File: src/design/board_params.svh
`ifndef BOARD_PARAMS_SVH
`define BOARD_PARAMS_SVH

// ------------------------------
// Board I/O widths
// ------------------------------

`define W_KEY            4                        // Push buttons
`define W_SW             18                       // Slide switches, top one is reset
`define W_LED            18                       // Red LEDs
`define W_DIGIT          8                        // Seven-segment digits

// ------------------------------
// Clocking
// ------------------------------

`define CLK_MHZ          50                       // Board oscillator
`define SLOW_TICK_CYCLES (`CLK_MHZ * 1_000_000)   // One counter step per second
`define SCAN_CYCLES      1024                     // Dwell time per digit

// ------------------------------
// I2S dividers, in clk cycles per half-period
// ------------------------------

`define MIC_SCK_DIV      8                        // INMP441 bit clock
`define DAC_BCLK_DIV     8                        // DAC bit clock
`define DAC_MCLK_DIV     2                        // DAC master clock

`endif

File: src/design/board_pkg.sv
`include "board_params.svh"

package board_pkg;

    // ------------------------------
    // Display and audio types
    // ------------------------------

    typedef logic [7:0]            seg_t;         // a in bit 7, dp in bit 0
    typedef logic [`W_DIGIT - 1:0] digit_sel_t;   // One-hot digit select
    typedef logic signed [23:0]    mic_sample_t;  // INMP441 word
    typedef logic signed [15:0]    sound_t;       // DAC word

    // Hex glyph for one nibble, decimal point off
    function automatic seg_t hex_to_seg(input logic [3:0] nibble);
        seg_t seg;
        case (nibble)
            4'h0:    seg = 8'b1111_1100;
            4'h1:    seg = 8'b0110_0000;
            4'h2:    seg = 8'b1101_1010;
            4'h3:    seg = 8'b1111_0010;
            4'h4:    seg = 8'b0110_0110;
            4'h5:    seg = 8'b1011_0110;
            4'h6:    seg = 8'b1011_1110;
            4'h7:    seg = 8'b1110_0000;
            4'h8:    seg = 8'b1111_1110;
            4'h9:    seg = 8'b1111_0110;
            4'ha:    seg = 8'b1110_1110;
            4'hb:    seg = 8'b0011_1110;  // Lower case b
            4'hc:    seg = 8'b1001_1100;
            4'hd:    seg = 8'b0111_1010;  // Lower case d
            4'he:    seg = 8'b1001_1110;
            default: seg = 8'b1000_1110;  // F
        endcase
        return seg;
    endfunction

endpackage

File: src/design/strobe_gen.sv
`timescale 1ns/1ps

module strobe_gen
#(
    parameter int period = 2
)
(
    input  logic clk,
    input  logic rst,
    output logic strobe
);

    localparam int                 w_cnt  = (period > 1) ? $clog2(period) : 1;
    localparam logic [w_cnt - 1:0] reload = w_cnt'(period - 1);

    logic [w_cnt - 1:0] cnt;

    always_ff @(posedge clk or posedge rst)
    begin
        if (rst)
        begin
            cnt    <= reload;
            strobe <= 1'b0;
        end
        else if (cnt == '0)
        begin
            cnt    <= reload;       // Start next period
            strobe <= 1'b1;
        end
        else
        begin
            cnt    <= cnt - 1'b1;
            strobe <= 1'b0;
        end
    end

    generate
        if (period > 1)
        begin : g_strobe_check
            assert property (@(posedge clk) disable iff (rst) strobe |=> !strobe)
                else $error("strobe_gen: strobe high for two cycles");
        end
    endgenerate

endmodule

File: src/design/lab_top.sv
`timescale 1ns/1ps
`include "board_params.svh"

module lab_top
(
    input  logic                           clk,
    input  logic                           rst,
    input  logic                           slow_tick,
    input  logic                           scan_tick,
    input  logic [`W_KEY - 1:0]            key,
    input  logic [`W_SW - 2:0]             sw,
    output logic [`W_LED - `W_DIGIT - 1:0] led,
    output board_pkg::seg_t                abcdefgh,
    output board_pkg::digit_sel_t          digit,
    input  board_pkg::mic_sample_t         mic,
    input  logic                           mic_valid,
    output board_pkg::sound_t              sound
);

    import board_pkg::*;

    localparam int w_cnt = 4 * `W_DIGIT;     // One nibble per digit

    logic [w_cnt - 1:0] cnt;
    digit_sel_t         digit_next;
    seg_t               seg_next;

    // ------------------------------
    // Hex counter
    // ------------------------------

    always_ff @(posedge clk or posedge rst)
    begin
        if (rst)
            cnt <= '0;
        else if (key[0])
            cnt <= '0;                       // Clear wins over the tick
        else if (slow_tick && sw[0])
            cnt <= cnt + 1'b1;
    end

    assign led = cnt[$bits(led) - 1:0];

    // ------------------------------
    // Digit scan
    // ------------------------------

    always_comb
    begin
        digit_next = scan_tick ? {digit[`W_DIGIT - 2:0], digit[`W_DIGIT - 1]} : digit;
        seg_next   = '0;
        for (int i = 0; i < `W_DIGIT; i++)
        begin
            if (digit_next[i])
                seg_next = hex_to_seg(cnt[4 * i +: 4]) | seg_t'(sw[i + 1]);
        end
    end

    // Select and pattern leave this block together
    always_ff @(posedge clk or posedge rst)
    begin
        if (rst)
        begin
            digit    <= digit_sel_t'(1);
            abcdefgh <= '0;
        end
        else
        begin
            digit    <= digit_next;
            abcdefgh <= seg_next;
        end
    end

    // ------------------------------
    // Audio loop-back
    // ------------------------------

    always_ff @(posedge clk or posedge rst)
    begin
        if (rst)
            sound <= '0;
        else if (mic_valid)
            sound <= mic[23:8];              // Keep the top 16 bits
    end

    assert property (@(posedge clk) disable iff (rst) $onehot(digit))
        else $error("lab_top: digit select lost its one-hot state");

endmodule

File: src/design/seven_seg_hold.sv
`timescale 1ns/1ps
`include "board_params.svh"

module seven_seg_hold
(
    input  logic                  clk,
    input  logic                  rst,
    input  board_pkg::seg_t       abcdefgh,
    input  board_pkg::digit_sel_t digit,
    output logic [6:0]            hex0,
    output logic [6:0]            hex1,
    output logic [6:0]            hex2,
    output logic [6:0]            hex3,
    output logic [6:0]            hex4,
    output logic [6:0]            hex5,
    output logic [6:0]            hex6,
    output logic [6:0]            hex7,
    output logic [`W_DIGIT - 1:0] dp
);

    localparam int w_seg = $bits(abcdefgh);

    logic [w_seg - 1:0] hgfedcba;
    logic [6:0]         hex_q [`W_DIGIT];

    // Board wants segment a in bit 0
    always_comb
    begin
        for (int i = 0; i < w_seg; i++)
            hgfedcba[i] = abcdefgh[w_seg - 1 - i];
    end

    // ------------------------------
    // Sticky digit registers
    // ------------------------------

    always_ff @(posedge clk or posedge rst)
    begin
        if (rst)
        begin
            for (int i = 0; i < `W_DIGIT; i++)
                hex_q[i] <= '1;                      // Blank, segments are active low
            dp <= '0;
        end
        else
        begin
            for (int i = 0; i < `W_DIGIT; i++)
            begin
                if (digit[i])
                begin
                    hex_q[i] <= ~hgfedcba[6:0];
                    dp[i]    <= hgfedcba[w_seg - 1]; // dp stays active high
                end
            end
        end
    end

    assign hex0 = hex_q[0];
    assign hex1 = hex_q[1];
    assign hex2 = hex_q[2];
    assign hex3 = hex_q[3];
    assign hex4 = hex_q[4];
    assign hex5 = hex_q[5];
    assign hex6 = hex_q[6];
    assign hex7 = hex_q[7];

endmodule

File: src/design/i2s_mic_receiver.sv
`timescale 1ns/1ps
`include "board_params.svh"

module i2s_mic_receiver
(
    input  logic                   clk,
    input  logic                   rst,
    output logic                   sck,
    output logic                   ws,
    output logic                   lr,
    input  logic                   sd,
    output board_pkg::mic_sample_t value,
    output logic                   valid
);

    import board_pkg::*;

    localparam int w_div     = $clog2(`MIC_SCK_DIV + 1);
    localparam int w_word    = $bits(mic_sample_t);
    localparam int first_bit = 1;                      // One slot of delay after ws
    localparam int last_bit  = first_bit + w_word - 1;

    logic [w_div - 1:0] div_cnt;
    logic               sck_edge;
    logic [5:0]         slot;                          // sck period within the frame
    logic [5:0]         slot_next;
    logic               last_q;
    mic_sample_t        shift_q;

    assign sck_edge  = (div_cnt == w_div'(`MIC_SCK_DIV - 1));
    assign slot_next = slot + 6'd1;
    assign lr        = 1'b0;                           // Mic drives the left slot

    // ------------------------------
    // sck and ws generation
    // ------------------------------

    always_ff @(posedge clk or posedge rst)
    begin
        if (rst)
        begin
            div_cnt <= '0;
            sck     <= 1'b0;
            ws      <= 1'b0;
            slot    <= '0;
        end
        else if (sck_edge)
        begin
            div_cnt <= '0;
            sck     <= ~sck;
            if (sck)
            begin
                slot <= slot_next;                     // Falling edge of sck
                ws   <= slot_next[5];
            end
        end
        else
            div_cnt <= div_cnt + 1'b1;
    end

    // Sample sd as sck rises
    always_ff @(posedge clk)
    begin
        if (sck_edge && !sck && slot >= first_bit && slot <= last_bit)
            shift_q <= {shift_q[w_word - 2:0], sd};
        if (last_q)
            value <= shift_q;
    end

    always_ff @(posedge clk or posedge rst)
    begin
        if (rst)
        begin
            last_q <= 1'b0;
            valid  <= 1'b0;
        end
        else
        begin
            last_q <= sck_edge && !sck && (slot == last_bit);
            valid  <= last_q;
        end
    end

endmodule

File: src/design/i2s_audio_out.sv
`timescale 1ns/1ps
`include "board_params.svh"

module i2s_audio_out
(
    input  logic              clk,
    input  logic              rst,
    input  board_pkg::sound_t data_in,
    output logic              mclk,
    output logic              bclk,
    output logic              lrclk,
    output logic              sdata
);

    import board_pkg::*;

    localparam int w_mdiv = $clog2(`DAC_MCLK_DIV + 1);
    localparam int w_bdiv = $clog2(`DAC_BCLK_DIV + 1);
    localparam int w_snd  = $bits(sound_t);

    logic [w_mdiv - 1:0] mdiv_cnt;
    logic [w_bdiv - 1:0] bdiv_cnt;
    logic                bclk_edge;
    logic                bclk_fall;
    logic [5:0]          slot;            // bclk period within the frame
    logic [5:0]          slot_next;
    sound_t              sample_q;        // Word for both channels of a frame
    sound_t              shift_q;

    assign bclk_edge = (bdiv_cnt == w_bdiv'(`DAC_BCLK_DIV - 1));
    assign bclk_fall = bclk_edge && bclk;
    assign slot_next = slot + 6'd1;

    // ------------------------------
    // Clock dividers
    // ------------------------------

    always_ff @(posedge clk or posedge rst)
    begin
        if (rst)
        begin
            mdiv_cnt <= '0;
            mclk     <= 1'b0;
        end
        else if (mdiv_cnt == w_mdiv'(`DAC_MCLK_DIV - 1))
        begin
            mdiv_cnt <= '0;
            mclk     <= ~mclk;
        end
        else
            mdiv_cnt <= mdiv_cnt + 1'b1;
    end

    always_ff @(posedge clk or posedge rst)
    begin
        if (rst)
        begin
            bdiv_cnt <= '0;
            bclk     <= 1'b0;
        end
        else if (bclk_edge)
        begin
            bdiv_cnt <= '0;
            bclk     <= ~bclk;
        end
        else
            bdiv_cnt <= bdiv_cnt + 1'b1;
    end

    // ------------------------------
    // Frame and serializer
    // ------------------------------

    always_ff @(posedge clk or posedge rst)
    begin
        if (rst)
        begin
            slot     <= '0;
            lrclk    <= 1'b0;
            sdata    <= 1'b0;
            sample_q <= '0;
            shift_q  <= '0;
        end
        else if (bclk_fall)
        begin
            slot  <= slot_next;
            lrclk <= slot_next[5];
            if (slot_next[4:0] == 5'd0)
            begin
                sdata <= 1'b0;                     // MSB follows one bclk later
                if (!slot_next[5])
                begin
                    sample_q <= data_in;           // New word at lrclk fall
                    shift_q  <= data_in;
                end
                else
                    shift_q <= sample_q;           // Repeat for the right slot
            end
            else
            begin
                sdata   <= shift_q[w_snd - 1];
                shift_q <= shift_q << 1;           // Zeros fill the slot tail
            end
        end
    end

    assert property (@(posedge clk) disable iff (rst) $changed(lrclk) |-> !bclk)
        else $error("i2s_audio_out: lrclk moved while bclk high");

endmodule

File: src/design/board_top.sv
`timescale 1ns/1ps
`include "board_params.svh"

module board_top
#(
    parameter int tick_cycles = `SLOW_TICK_CYCLES
)
(
    input  logic                clock_50,
    input  logic [`W_KEY - 1:0] key,        // Active low
    input  logic [`W_SW - 1:0]  sw,
    output logic [`W_LED - 1:0] ledr,
    output logic [6:0]          hex0,
    output logic [6:0]          hex1,
    output logic [6:0]          hex2,
    output logic [6:0]          hex3,
    output logic [6:0]          hex4,
    output logic [6:0]          hex5,
    output logic [6:0]          hex6,
    output logic [6:0]          hex7,
    output logic                mic_lr,
    output logic                mic_ws,
    output logic                mic_sck,
    input  logic                mic_sd,
    output logic                dac_mclk,
    output logic                dac_bclk,
    output logic                dac_lrclk,
    output logic                dac_sdata
);

    import board_pkg::*;

    localparam int w_lab_sw  = `W_SW - 1;           // Top switch is the reset
    localparam int w_lab_led = `W_LED - `W_DIGIT;   // Top LEDs carry dp

    logic                  clk;
    logic                  rst;
    logic [`W_KEY - 1:0]   lab_key;
    logic [w_lab_sw - 1:0] lab_sw;
    logic [w_lab_led - 1:0] lab_led;
    logic                  slow_tick;
    logic                  scan_tick;
    seg_t                  abcdefgh;
    digit_sel_t            digit;
    logic [`W_DIGIT - 1:0] dp;
    mic_sample_t           mic;
    logic                  mic_valid;
    sound_t                sound;

    assign clk     = clock_50;
    assign rst     = sw[w_lab_sw];
    assign lab_key = ~key;
    assign lab_sw  = sw[w_lab_sw - 1:0];
    assign ledr    = {dp, lab_led};

    strobe_gen #(.period(tick_cycles))  i_slow_tick (.clk(clk), .rst(rst), .strobe(slow_tick));
    strobe_gen #(.period(`SCAN_CYCLES)) i_scan_tick (.clk(clk), .rst(rst), .strobe(scan_tick));

    lab_top i_lab_top
    (
        .clk       (clk),       .rst      (rst),
        .slow_tick (slow_tick), .scan_tick(scan_tick),
        .key       (lab_key),   .sw       (lab_sw),
        .led       (lab_led),   .abcdefgh (abcdefgh),
        .digit     (digit),     .mic      (mic),
        .mic_valid (mic_valid), .sound    (sound)
    );

    seven_seg_hold i_seven_seg_hold
    (
        .clk  (clk),  .rst  (rst),  .abcdefgh (abcdefgh), .digit (digit),
        .hex0 (hex0), .hex1 (hex1), .hex2 (hex2), .hex3 (hex3),
        .hex4 (hex4), .hex5 (hex5), .hex6 (hex6), .hex7 (hex7),
        .dp   (dp)
    );

    i2s_mic_receiver i_mic
    (
        .clk (clk),    .rst (rst),    .sck   (mic_sck), .ws    (mic_ws),
        .lr  (mic_lr), .sd  (mic_sd), .value (mic),     .valid (mic_valid)
    );

    i2s_audio_out i_audio_out
    (
        .clk   (clk),       .rst   (rst),      .data_in (sound),
        .mclk  (dac_mclk),  .bclk  (dac_bclk), .lrclk   (dac_lrclk),
        .sdata (dac_sdata)
    );

endmodule

File: config.mk
export PLATFORM = sky130hd
export DESIGN_NAME = board_top
export DESIGN_NICKNAME = d
export VERILOG_FILES = /design/src/design/board_pkg.sv /design/src/design/strobe_gen.sv /design/src/design/lab_top.sv /design/src/design/seven_seg_hold.sv /design/src/design/i2s_mic_receiver.sv /design/src/design/i2s_audio_out.sv /design/src/design/board_top.sv
export VERILOG_INCLUDE_DIRS = /design/src /design/src/design
export SDC_FILE = /design/constraint.sdc
export NUM_CORES = 1
export LEC_CHECK = 0
export ABC_CLOCK_PERIOD_IN_PS = 20800
export BUFFER_PORTS_ARGS = -buffer_cell sky130_fd_sc_hd__clkbuf_2
export CORE_MARGIN = 3
export CORE_UTILIZATION = 30
export DETAILED_ROUTE_END_ITERATION = 12
export GPL_ROUTABILITY_DRIVEN = 0
export RECOVER_POWER = 25
export SLEW_MARGIN = 15
export SYNTH_ARGS = -nofsm -noshare
export SYNTH_HDL_FRONTEND = slang
export SYNTH_SLANG_ARGS = --single-unit
File: constraint.sdc
create_clock -name clock_50 -period 20.8 [get_ports clock_50]
set_clock_uncertainty 0.2 [all_clocks]
set_input_delay 2.08 -clock clock_50 [delete_from_list [all_inputs] [get_ports clock_50]]
set_output_delay 2.08 -clock clock_50 [all_outputs]
set_load 0.01 [all_outputs]
==> results.sh, run 1 <==
export IMPL_cp_required_ns=21.08
export IMPL_clock_latency_ns=0.56
export IMPL_synthCells=1239
export IMPL_ant_nets=0
export IMPL_leakage_nw=6.53
export IMPL_grt_pass1_wl_mm=48.0
export IMPL_final_cell_mix="141 x dfrtp_1, 117 x nand2_1, 92 x clkbuf_2"
export IMPL_cts_root_buf="clkbuf_16"
export IMPL_rsz0062_at_grt="no"
export IMPL_max_freq_ghz=0.251
export IMPL_cts_hold_fix_buffers=0
export IMPL_fin_ws_ns=16.82
export IMPL_path_clk_slew_ns=0.06
export IMPL_p_total_mw=1.04
export IMPL_syn_avg_cell_area_sq_um=10.8
export IMPL_ff2ff_setup_slack_ns=17.35
export IMPL_num_antenna_cells=0
export IMPL_finalCritPeriodShare_pct=19.2
export IMPL_grt_pass1_vias=9155
export IMPL_critPathMaxFanout=36
export IMPL_cts_htree_levels=1
export IMPL_vdd_ir_drop_max_v=0.0000450
export IMPL_synth_distinct_cells=65
export IMPL_criticalPathCategory="input pin to flip-flop"
export IMPL_ios=105
export IMPL_overflow=0
export IMPL_vias_per_cell=4.80
export IMPL_grt_max_degree=148
export IMPL_ys_ff_latch=266
export IMPL_finish_utilization_pct=35.1
export IMPL_hold_path_class="flip-flop to flip-flop"
export IMPL_grt_usage_pct=12.1
export IMPL_synth_enable_flop_cells=40
export IMPL_fillers=4322
export IMPL_crit_buf_inv=2
export IMPL_postLayoutCellArea_sq_mm=0.0153
export IMPL_crit_chain="clkbuf_2 > buf_4 > a21bo_2 > and4_1 > and3_1 > nand4_1 > nor4_1 > mux2i_1"
export IMPL_layout_commonest_cell="dfrtp_1"
export IMPL_tightest_slew_ns=1.09
export IMPL_vias=9177
export IMPL_drtIter0Drc=664
export IMPL_cts_inserted_buffers=29
export IMPL_dpl_worst_slack_ns=16.28
export IMPL_syn_num_nets=1330
export IMPL_drt_pass1_iterations=4
export IMPL_start_util_pct=30.7
export IMPL_multiInputGateArea_sq_mm=0.00582
export IMPL_dpl_cell_count=1857
export IMPL_synth_area_sq_mm=0.0134
export IMPL_slowest_delay_ns=0.54
export IMPL_critPathArrivalTime_ns=4.27
export IMPL_critPathLaunchType="input pin"
export IMPL_maxSlewHeadroom_pct=27.4
export IMPL_cts_tree="done"
export IMPL_area_growth_pct=14.2
export IMPL_period_minus_slack_ns=3.98
export IMPL_dp_hpwl_mm=19.5
export IMPL_regArea_sq_mm=0.00696
export IMPL_critical_path_top_delay_family="simple AND/OR/NAND/NOR gates"
export IMPL_drc=0
export IMPL_ys_warn_count=0
export IMPL_grt_antenna_before_repair=1
export IMPL_slew_violations=0
export IMPL_chipHeight_um=217
export IMPL_hold_violations=0
export IMPL_fin_nets=1394
export IMPL_finalSetupTns_ns=0
export IMPL_setup_violations=0
export IMPL_synth_seq_area_share_pct=51.9
export IMPL_row_count=76
export IMPL_layout_drive_gt1_share_pct=20.6
export IMPL_fin_hold_ws_ns=0.221
export IMPL_finalNonFillerCells=1911
export IMPL_postCtsSetupRepairBufs=0
export IMPL_synthArstFlopShare_pct=85.0
export IMPL_die_w_um=217
export IMPL_end_kind="flip-flop"
export IMPL_core_sq_mm=0.0436
export IMPL_die_area_sq_mm=0.0473
export IMPL_maxCapViolations=0
export IMPL_cts_sinks=266
export IMPL_wl_per_cell_um=15.3
export IMPL_status="complete, no violations"
export IMPL_slowest_stage="nor4_1"
export IMPL_synth_main_ff_cell="dfrtp_1"
export IMPL_place_area_sq_mm=0.0144
export IMPL_drt_wl_total_mm=29.2
export IMPL_io_buffers=92
export IMPL_cts_resized_gates=0
export IMPL_power_density_mw_per_mm2=67.6
export IMPL_clk_path_buf_depth=3
[flip-flops by register name, summed over array words and instances (netlist names), 8 cells and up]
signal                flops
i_audio_out.sample_q     16
i_audio_out.shift_q      16
i_lab_top.abcdefgh        8
i_lab_top.cnt            32
i_lab_top.digit           8
i_lab_top.sound          16
i_mic.shift_q            24
i_mic.value              16
i_scan_tick.cnt          10
i_seven_seg_hold.dp       8
i_slow_tick.cnt          26
[power breakdown]
group / internal [mW] / total [mW] / switching (mW)
clock: 0.282 / 0.496 / 0.214
sequential: 0.528 / 0.528 / 0.0000000000000000873
combinational: 0.00155 / 0.0118 / 0.0102
[path summary, 6_finish.rpt]
check	cells after the start	to	start
worst max-delay path	8	i_lab_top.cnt[30]	key[0]
worst min-delay path	0	i_mic.shift_q[7]	i_mic.shift_q[6]
worst max register to register	5	i_lab_top.abcdefgh[7]	i_scan_tick.strobe
worst min register to register	0	i_mic.shift_q[7]	i_mic.shift_q[6]
max in group asynchronous	3	i_lab_top.abcdefgh[5]	sw[17]
min in group asynchronous	2	i_audio_out.bdiv_cnt[3]	sw[17]
[kinds of logic (layout without fill, tap and decap cells)]
group           after synthesis  after routing  share of synthesized area, %
simple gates                329            329                          12.3
flops                       266            266                          51.9
compound gates              243            243                          11.5
buf+inv                     161            248                          4.87
mux                         115            115                          9.36
fa+ha+maj                    67             67                          6.25
xor+xnor                     57             57                          3.72
other cells                   1              1                        0.0280
[per-layer routing]
layer  routed length, um  up-vias  GRT usage, %
li1                    -     4459             -
met1               13400     4503          16.4
met2               13400      167          19.9
met3                1610       46          2.31
met4                 708        2          3.57
met5                   7        -             0
[cells in the mapped netlist, drive strengths merged (11+ instances only)]
library cell	number	area [sq um]
mux2i	77	771
dfstp	85	2230
and2	25	156
a21oi	41	205
nand3	25	125
nand4	15	93.8
xor2	20	175
edfxtp	40	1200
nor2	43	161
mux2	33	372
nor2b	17	106
and3	11	68.8
ha	67	838
nand2	117	439
o21ai	86	430
inv	92	345
a31oi	13	81.3
dfrtp	141	3530
nor3	22	110
a21o	18	135
clkbuf	50	188
xnor2	37	324
o211ai	14	105
buf	16	109
nand2b	13	81.3
[final cells by class]
cell class                      count  area share, %
Clock buffer                       37           5.13
Clock inverter                     17          0.899
Inverter                           95           2.38
Multi-Input combinational cell    812           38.0
Sequential cell                   266           45.5
Tap cell                          585           4.78
Timing Repair Buffer               99           3.33
No activity file was read; power rests on OpenSTA's default activity.
==> run 2: changes to the inputs <==
- ABC_AREA: default -> 1
- ABC_CLOCK_PERIOD_IN_PS: 20800 -> 3900
- clock period: 20.8 -> 3.9 ns (I/O delays scaled with it)
==> run 2 against run 1 <==
  * Cell area is 0.87% higher
  * The run now ends with max-capacitance violations left
  * Routed wire length up 10%
  * Core utilization is 0.23 points lower
  * Critical path type is now flip-flop to flip-flop
  * Worst setup slack lost 16 ns
  * Clock power grew to 5.2 times the previous value
  * Die area is 0.66% higher
  * Flip-flop and latch count unchanged
  * Critical path depth is 2 higher
  * Worst hold slack worse by 0.15 ns
  * Synthesized cell count increased by 24%
  * Power grew to 5.3 times the previous value
==> results.sh, run 2 <==
export IMPL_internal_power_mw=4.30
export IMPL_die_area_sq_mm=0.0476
export IMPL_grt_antenna_before_repair=2
export IMPL_yosysTopAreaCellShare_pct=26.1
export IMPL_wl_per_cell_um=14.4
export IMPL_fin_nets=1707
export IMPL_row_count=77
export IMPL_p_total_mw=5.48
export IMPL_ys_warn_count=0
export IMPL_fin_ws_ns=0.880
export IMPL_leakage_nw=6.82
export IMPL_vdd_ir_drop_max_v=0.000265
export IMPL_seqPwrFrac_pct=51.4
export IMPL_synth_enable_flop_cells=40
export IMPL_synth_seq_area_share_pct=51.6
export IMPL_chipHeight_um=218
export IMPL_layout_drive_gt1_share_pct=16.9
export IMPL_violations="max-capacitance violations"
export IMPL_ant_nets=0
export IMPL_power_density_mw_per_mm2=355
export IMPL_num_antenna_cells=0
export IMPL_vias_per_cell=4.74
export IMPL_syn_avg_cell_area_sq_um=8.78
export IMPL_cts_root_buf="clkbuf_16"
export IMPL_drtIter0Drc=803
export IMPL_end_kind="flip-flop"
export IMPL_final_cell_mix="384 x nand2_1, 162 x inv_1, 158 x o21ai_0"
export IMPL_synth_distinct_cells=55
export IMPL_ys_ff_latch=266
export IMPL_slew_violations=0
export IMPL_finalCritPeriodShare_pct=77.4
export IMPL_critPathArrivalTime_ns=3.25
export IMPL_dpl_worst_slack_ns=1.20
export IMPL_start_util_pct=30.5
export IMPL_ios=105
export IMPL_status="finished, violations left"
export IMPL_cts_inserted_buffers=28
export IMPL_cts_sinks=266
export IMPL_setup_violations=0
export IMPL_overflow=0
export IMPL_synth_main_ff_cell="dfrtp_1"
export IMPL_syn_num_nets=1629
export IMPL_grt_max_degree=77
export IMPL_tightest_slew_ns=1.47
export IMPL_io_buffers=92
export IMPL_clk_path_buf_depth=3
export IMPL_synthArstFlopShare_pct=85.0
export IMPL_layout_commonest_cell="nand2_1"
export IMPL_dp_hpwl_mm=23.1
export IMPL_drc=0
export IMPL_postLayoutCellArea_sq_mm=0.0154
export IMPL_vias=10600
export IMPL_regMostFlops="i_lab_top.cnt"
export IMPL_cts_tree="done"
export IMPL_drt_pass1_iterations=5
export IMPL_critPathLaunchType="flip-flop"
export IMPL_synth_common_cells="384 x nand2_1, 163 x inv_1, 158 x o21ai_0, 141 x dfrtp_1, 109 x nor2_1"
export IMPL_cts_htree_levels=1
export IMPL_hold_path_class="input pin to flip-flop"
export IMPL_hold_violations=0
export IMPL_grt_usage_pct=13.4
export IMPL_drt_wl_total_mm=32.1
export IMPL_largest_reg_flops=32
export IMPL_max_freq_ghz=0.331
export IMPL_place_area_sq_mm=0.0145
export IMPL_pwr_share_comb_pct=1.4
export IMPL_critPathMaxFanout=16
export IMPL_cp_required_ns=4.13
export IMPL_p_sw_mw=1.18
export IMPL_synthCells=1538
export IMPL_synth_area_sq_mm=0.0135
export IMPL_area_growth_pct=14.4
export IMPL_synth_area_leaders="dfrtp_1 26%, dfstp_2 17%, nand2_1 11%"
export IMPL_core_sq_mm=0.0443
export IMPL_maxSlewHeadroom_pct=1.56
export IMPL_finalNonFillerCells=2230
export IMPL_path_clk_slew_ns=0.06
export IMPL_clock_latency_ns=0.56
export IMPL_grt_pass1_wl_mm=52.8
export IMPL_yosysTopAreaCell="dfrtp_1"
export IMPL_reg_largest_list="i_lab_top.cnt x32, i_slow_tick.cnt x26, i_mic.shift_q x24"
export IMPL_grt_pass1_vias=10300
export IMPL_rsz0062_at_grt="no"
export IMPL_clkPwrFrac_pct=47.3
export IMPL_netSwitchingFraction_pct=21.5
export IMPL_cts_resized_gates=0
export IMPL_dpl_cell_count=2174
export IMPL_finalSetupTns_ns=0
export IMPL_synth_most_common_cell="nand2_1"
export IMPL_maxCapViolations=1
export IMPL_die_w_um=218
export IMPL_criticalPathCategory="flip-flop to flip-flop"
export IMPL_period_minus_slack_ns=3.02
run 2: cell count changes in the layout (fill, tap and decap cells not counted), moves of 18 or more:
cell,before,now
nand2_1,117,384
mux2i_1,77,0
inv_1,90,162
o21ai_0,86,158
nor2_1,43,109
nand3_1,25,78
xnor2_1,37,4
a21oi_1,41,69
and2_1,25,0
mux2_2,33,15
run 2: final timing paths:
check / start / slack [ns] / cells past startpoint / to
setup / recovery: i_lab_top.digit[2] / 0.88 / 10 / i_lab_top.abcdefgh[0]
max in group asynchronous: sw[17] / 1.81 / 4 / i_lab_top.cnt[0]
min in group asynchronous: sw[17] / 0.50 / 3 / i_mic.valid
hold / removal: sw[0] / 0.07 / 4 / i_lab_top.cnt[2]
setup reg to reg: i_lab_top.digit[2] / 0.88 / 10 / i_lab_top.abcdefgh[0]
hold reg to reg: i_mic.shift_q[23] / 0.22 / 0 / i_mic.value[23]
run 2: power groups by stage:
stage               clock network (mW)  registers (mW)  logic, mW
global placement                     0            2.86     0.0758
finish                            2.59            2.82     0.0742
global route                      2.79            2.81     0.0884
floorplan                            0            2.86     0.0443
detailed placement                   0            2.86     0.0775
CTS                               2.68            2.81     0.0805
run 2: cell type report:
cell class              instances  area (sq um)
clock inverters                 9          73.8
flip-flops and latches        266          6960
multi-input cells            1042          5600
well taps                     592           741
fillers                      4589         28900
clock buffers                  43           828
repair buffers                108           598
inverters                     170           643
run 2: cell families (layout without fill, tap and decap cells):
| group | count (synthesis) | count (layout) | share of synthesized area (%) |
|---|---|---|---|
| buffers and inverters | 230 | 330 | 7.12 |
| AOI/OAI and AO/OA | 281 | 281 | 11.5 |
| muxes | 15 | 15 | 1.25 |
| DFF | 266 | 266 | 51.6 |
| xor gates and xnor gates | 26 | 26 | 1.69 |
| other | 1 | 1 | 0.0278 |
| and+or+nand+nor | 652 | 652 | 20.6 |
| adders and majority gates | 67 | 67 | 6.21 |
run 2: critical path: stages (launching register included):
cell           delay (ns)
dfrtp_1              0.39
inv_1                0.27
o21ai_2              0.56
inv_2                0.18
nor2_1               0.25
nor2_1               0.09
nand2_1              0.09
nand2_1              0.08
a21oi_1              0.13
o21ai_0              0.08
dlygate4sd3_1        0.56
run 2: per-stage QoR:
step | utilization [%] | hold WS (ns)
after detailed placement | 32.7 | 0.206
after global routing | 34.8 | 0.129
after global placement | 32.7 | 0.205
after CTS | 34.9 | 0.0655
final | 34.8 | 0.0688
after floorplan | - | 0.200
run 2: what timing repair did:
action,4_1_cts,5_1_grt
hold buffers,4,0
buffers inserted,0,0
endpoints found under the hold margin,27,0
run 2: layer usage:
metal | routed length [um] | vias to the layer above | GRT usage [%]
li1 | - | 5202 | -
met2 | 15000 | 243 | 22.1
met1 | 14600 | 5068 | 18.4
met5 | 0 | - | 0
met4 | 696 | 0 | 3.48
met3 | 1820 | 51 | 2.42
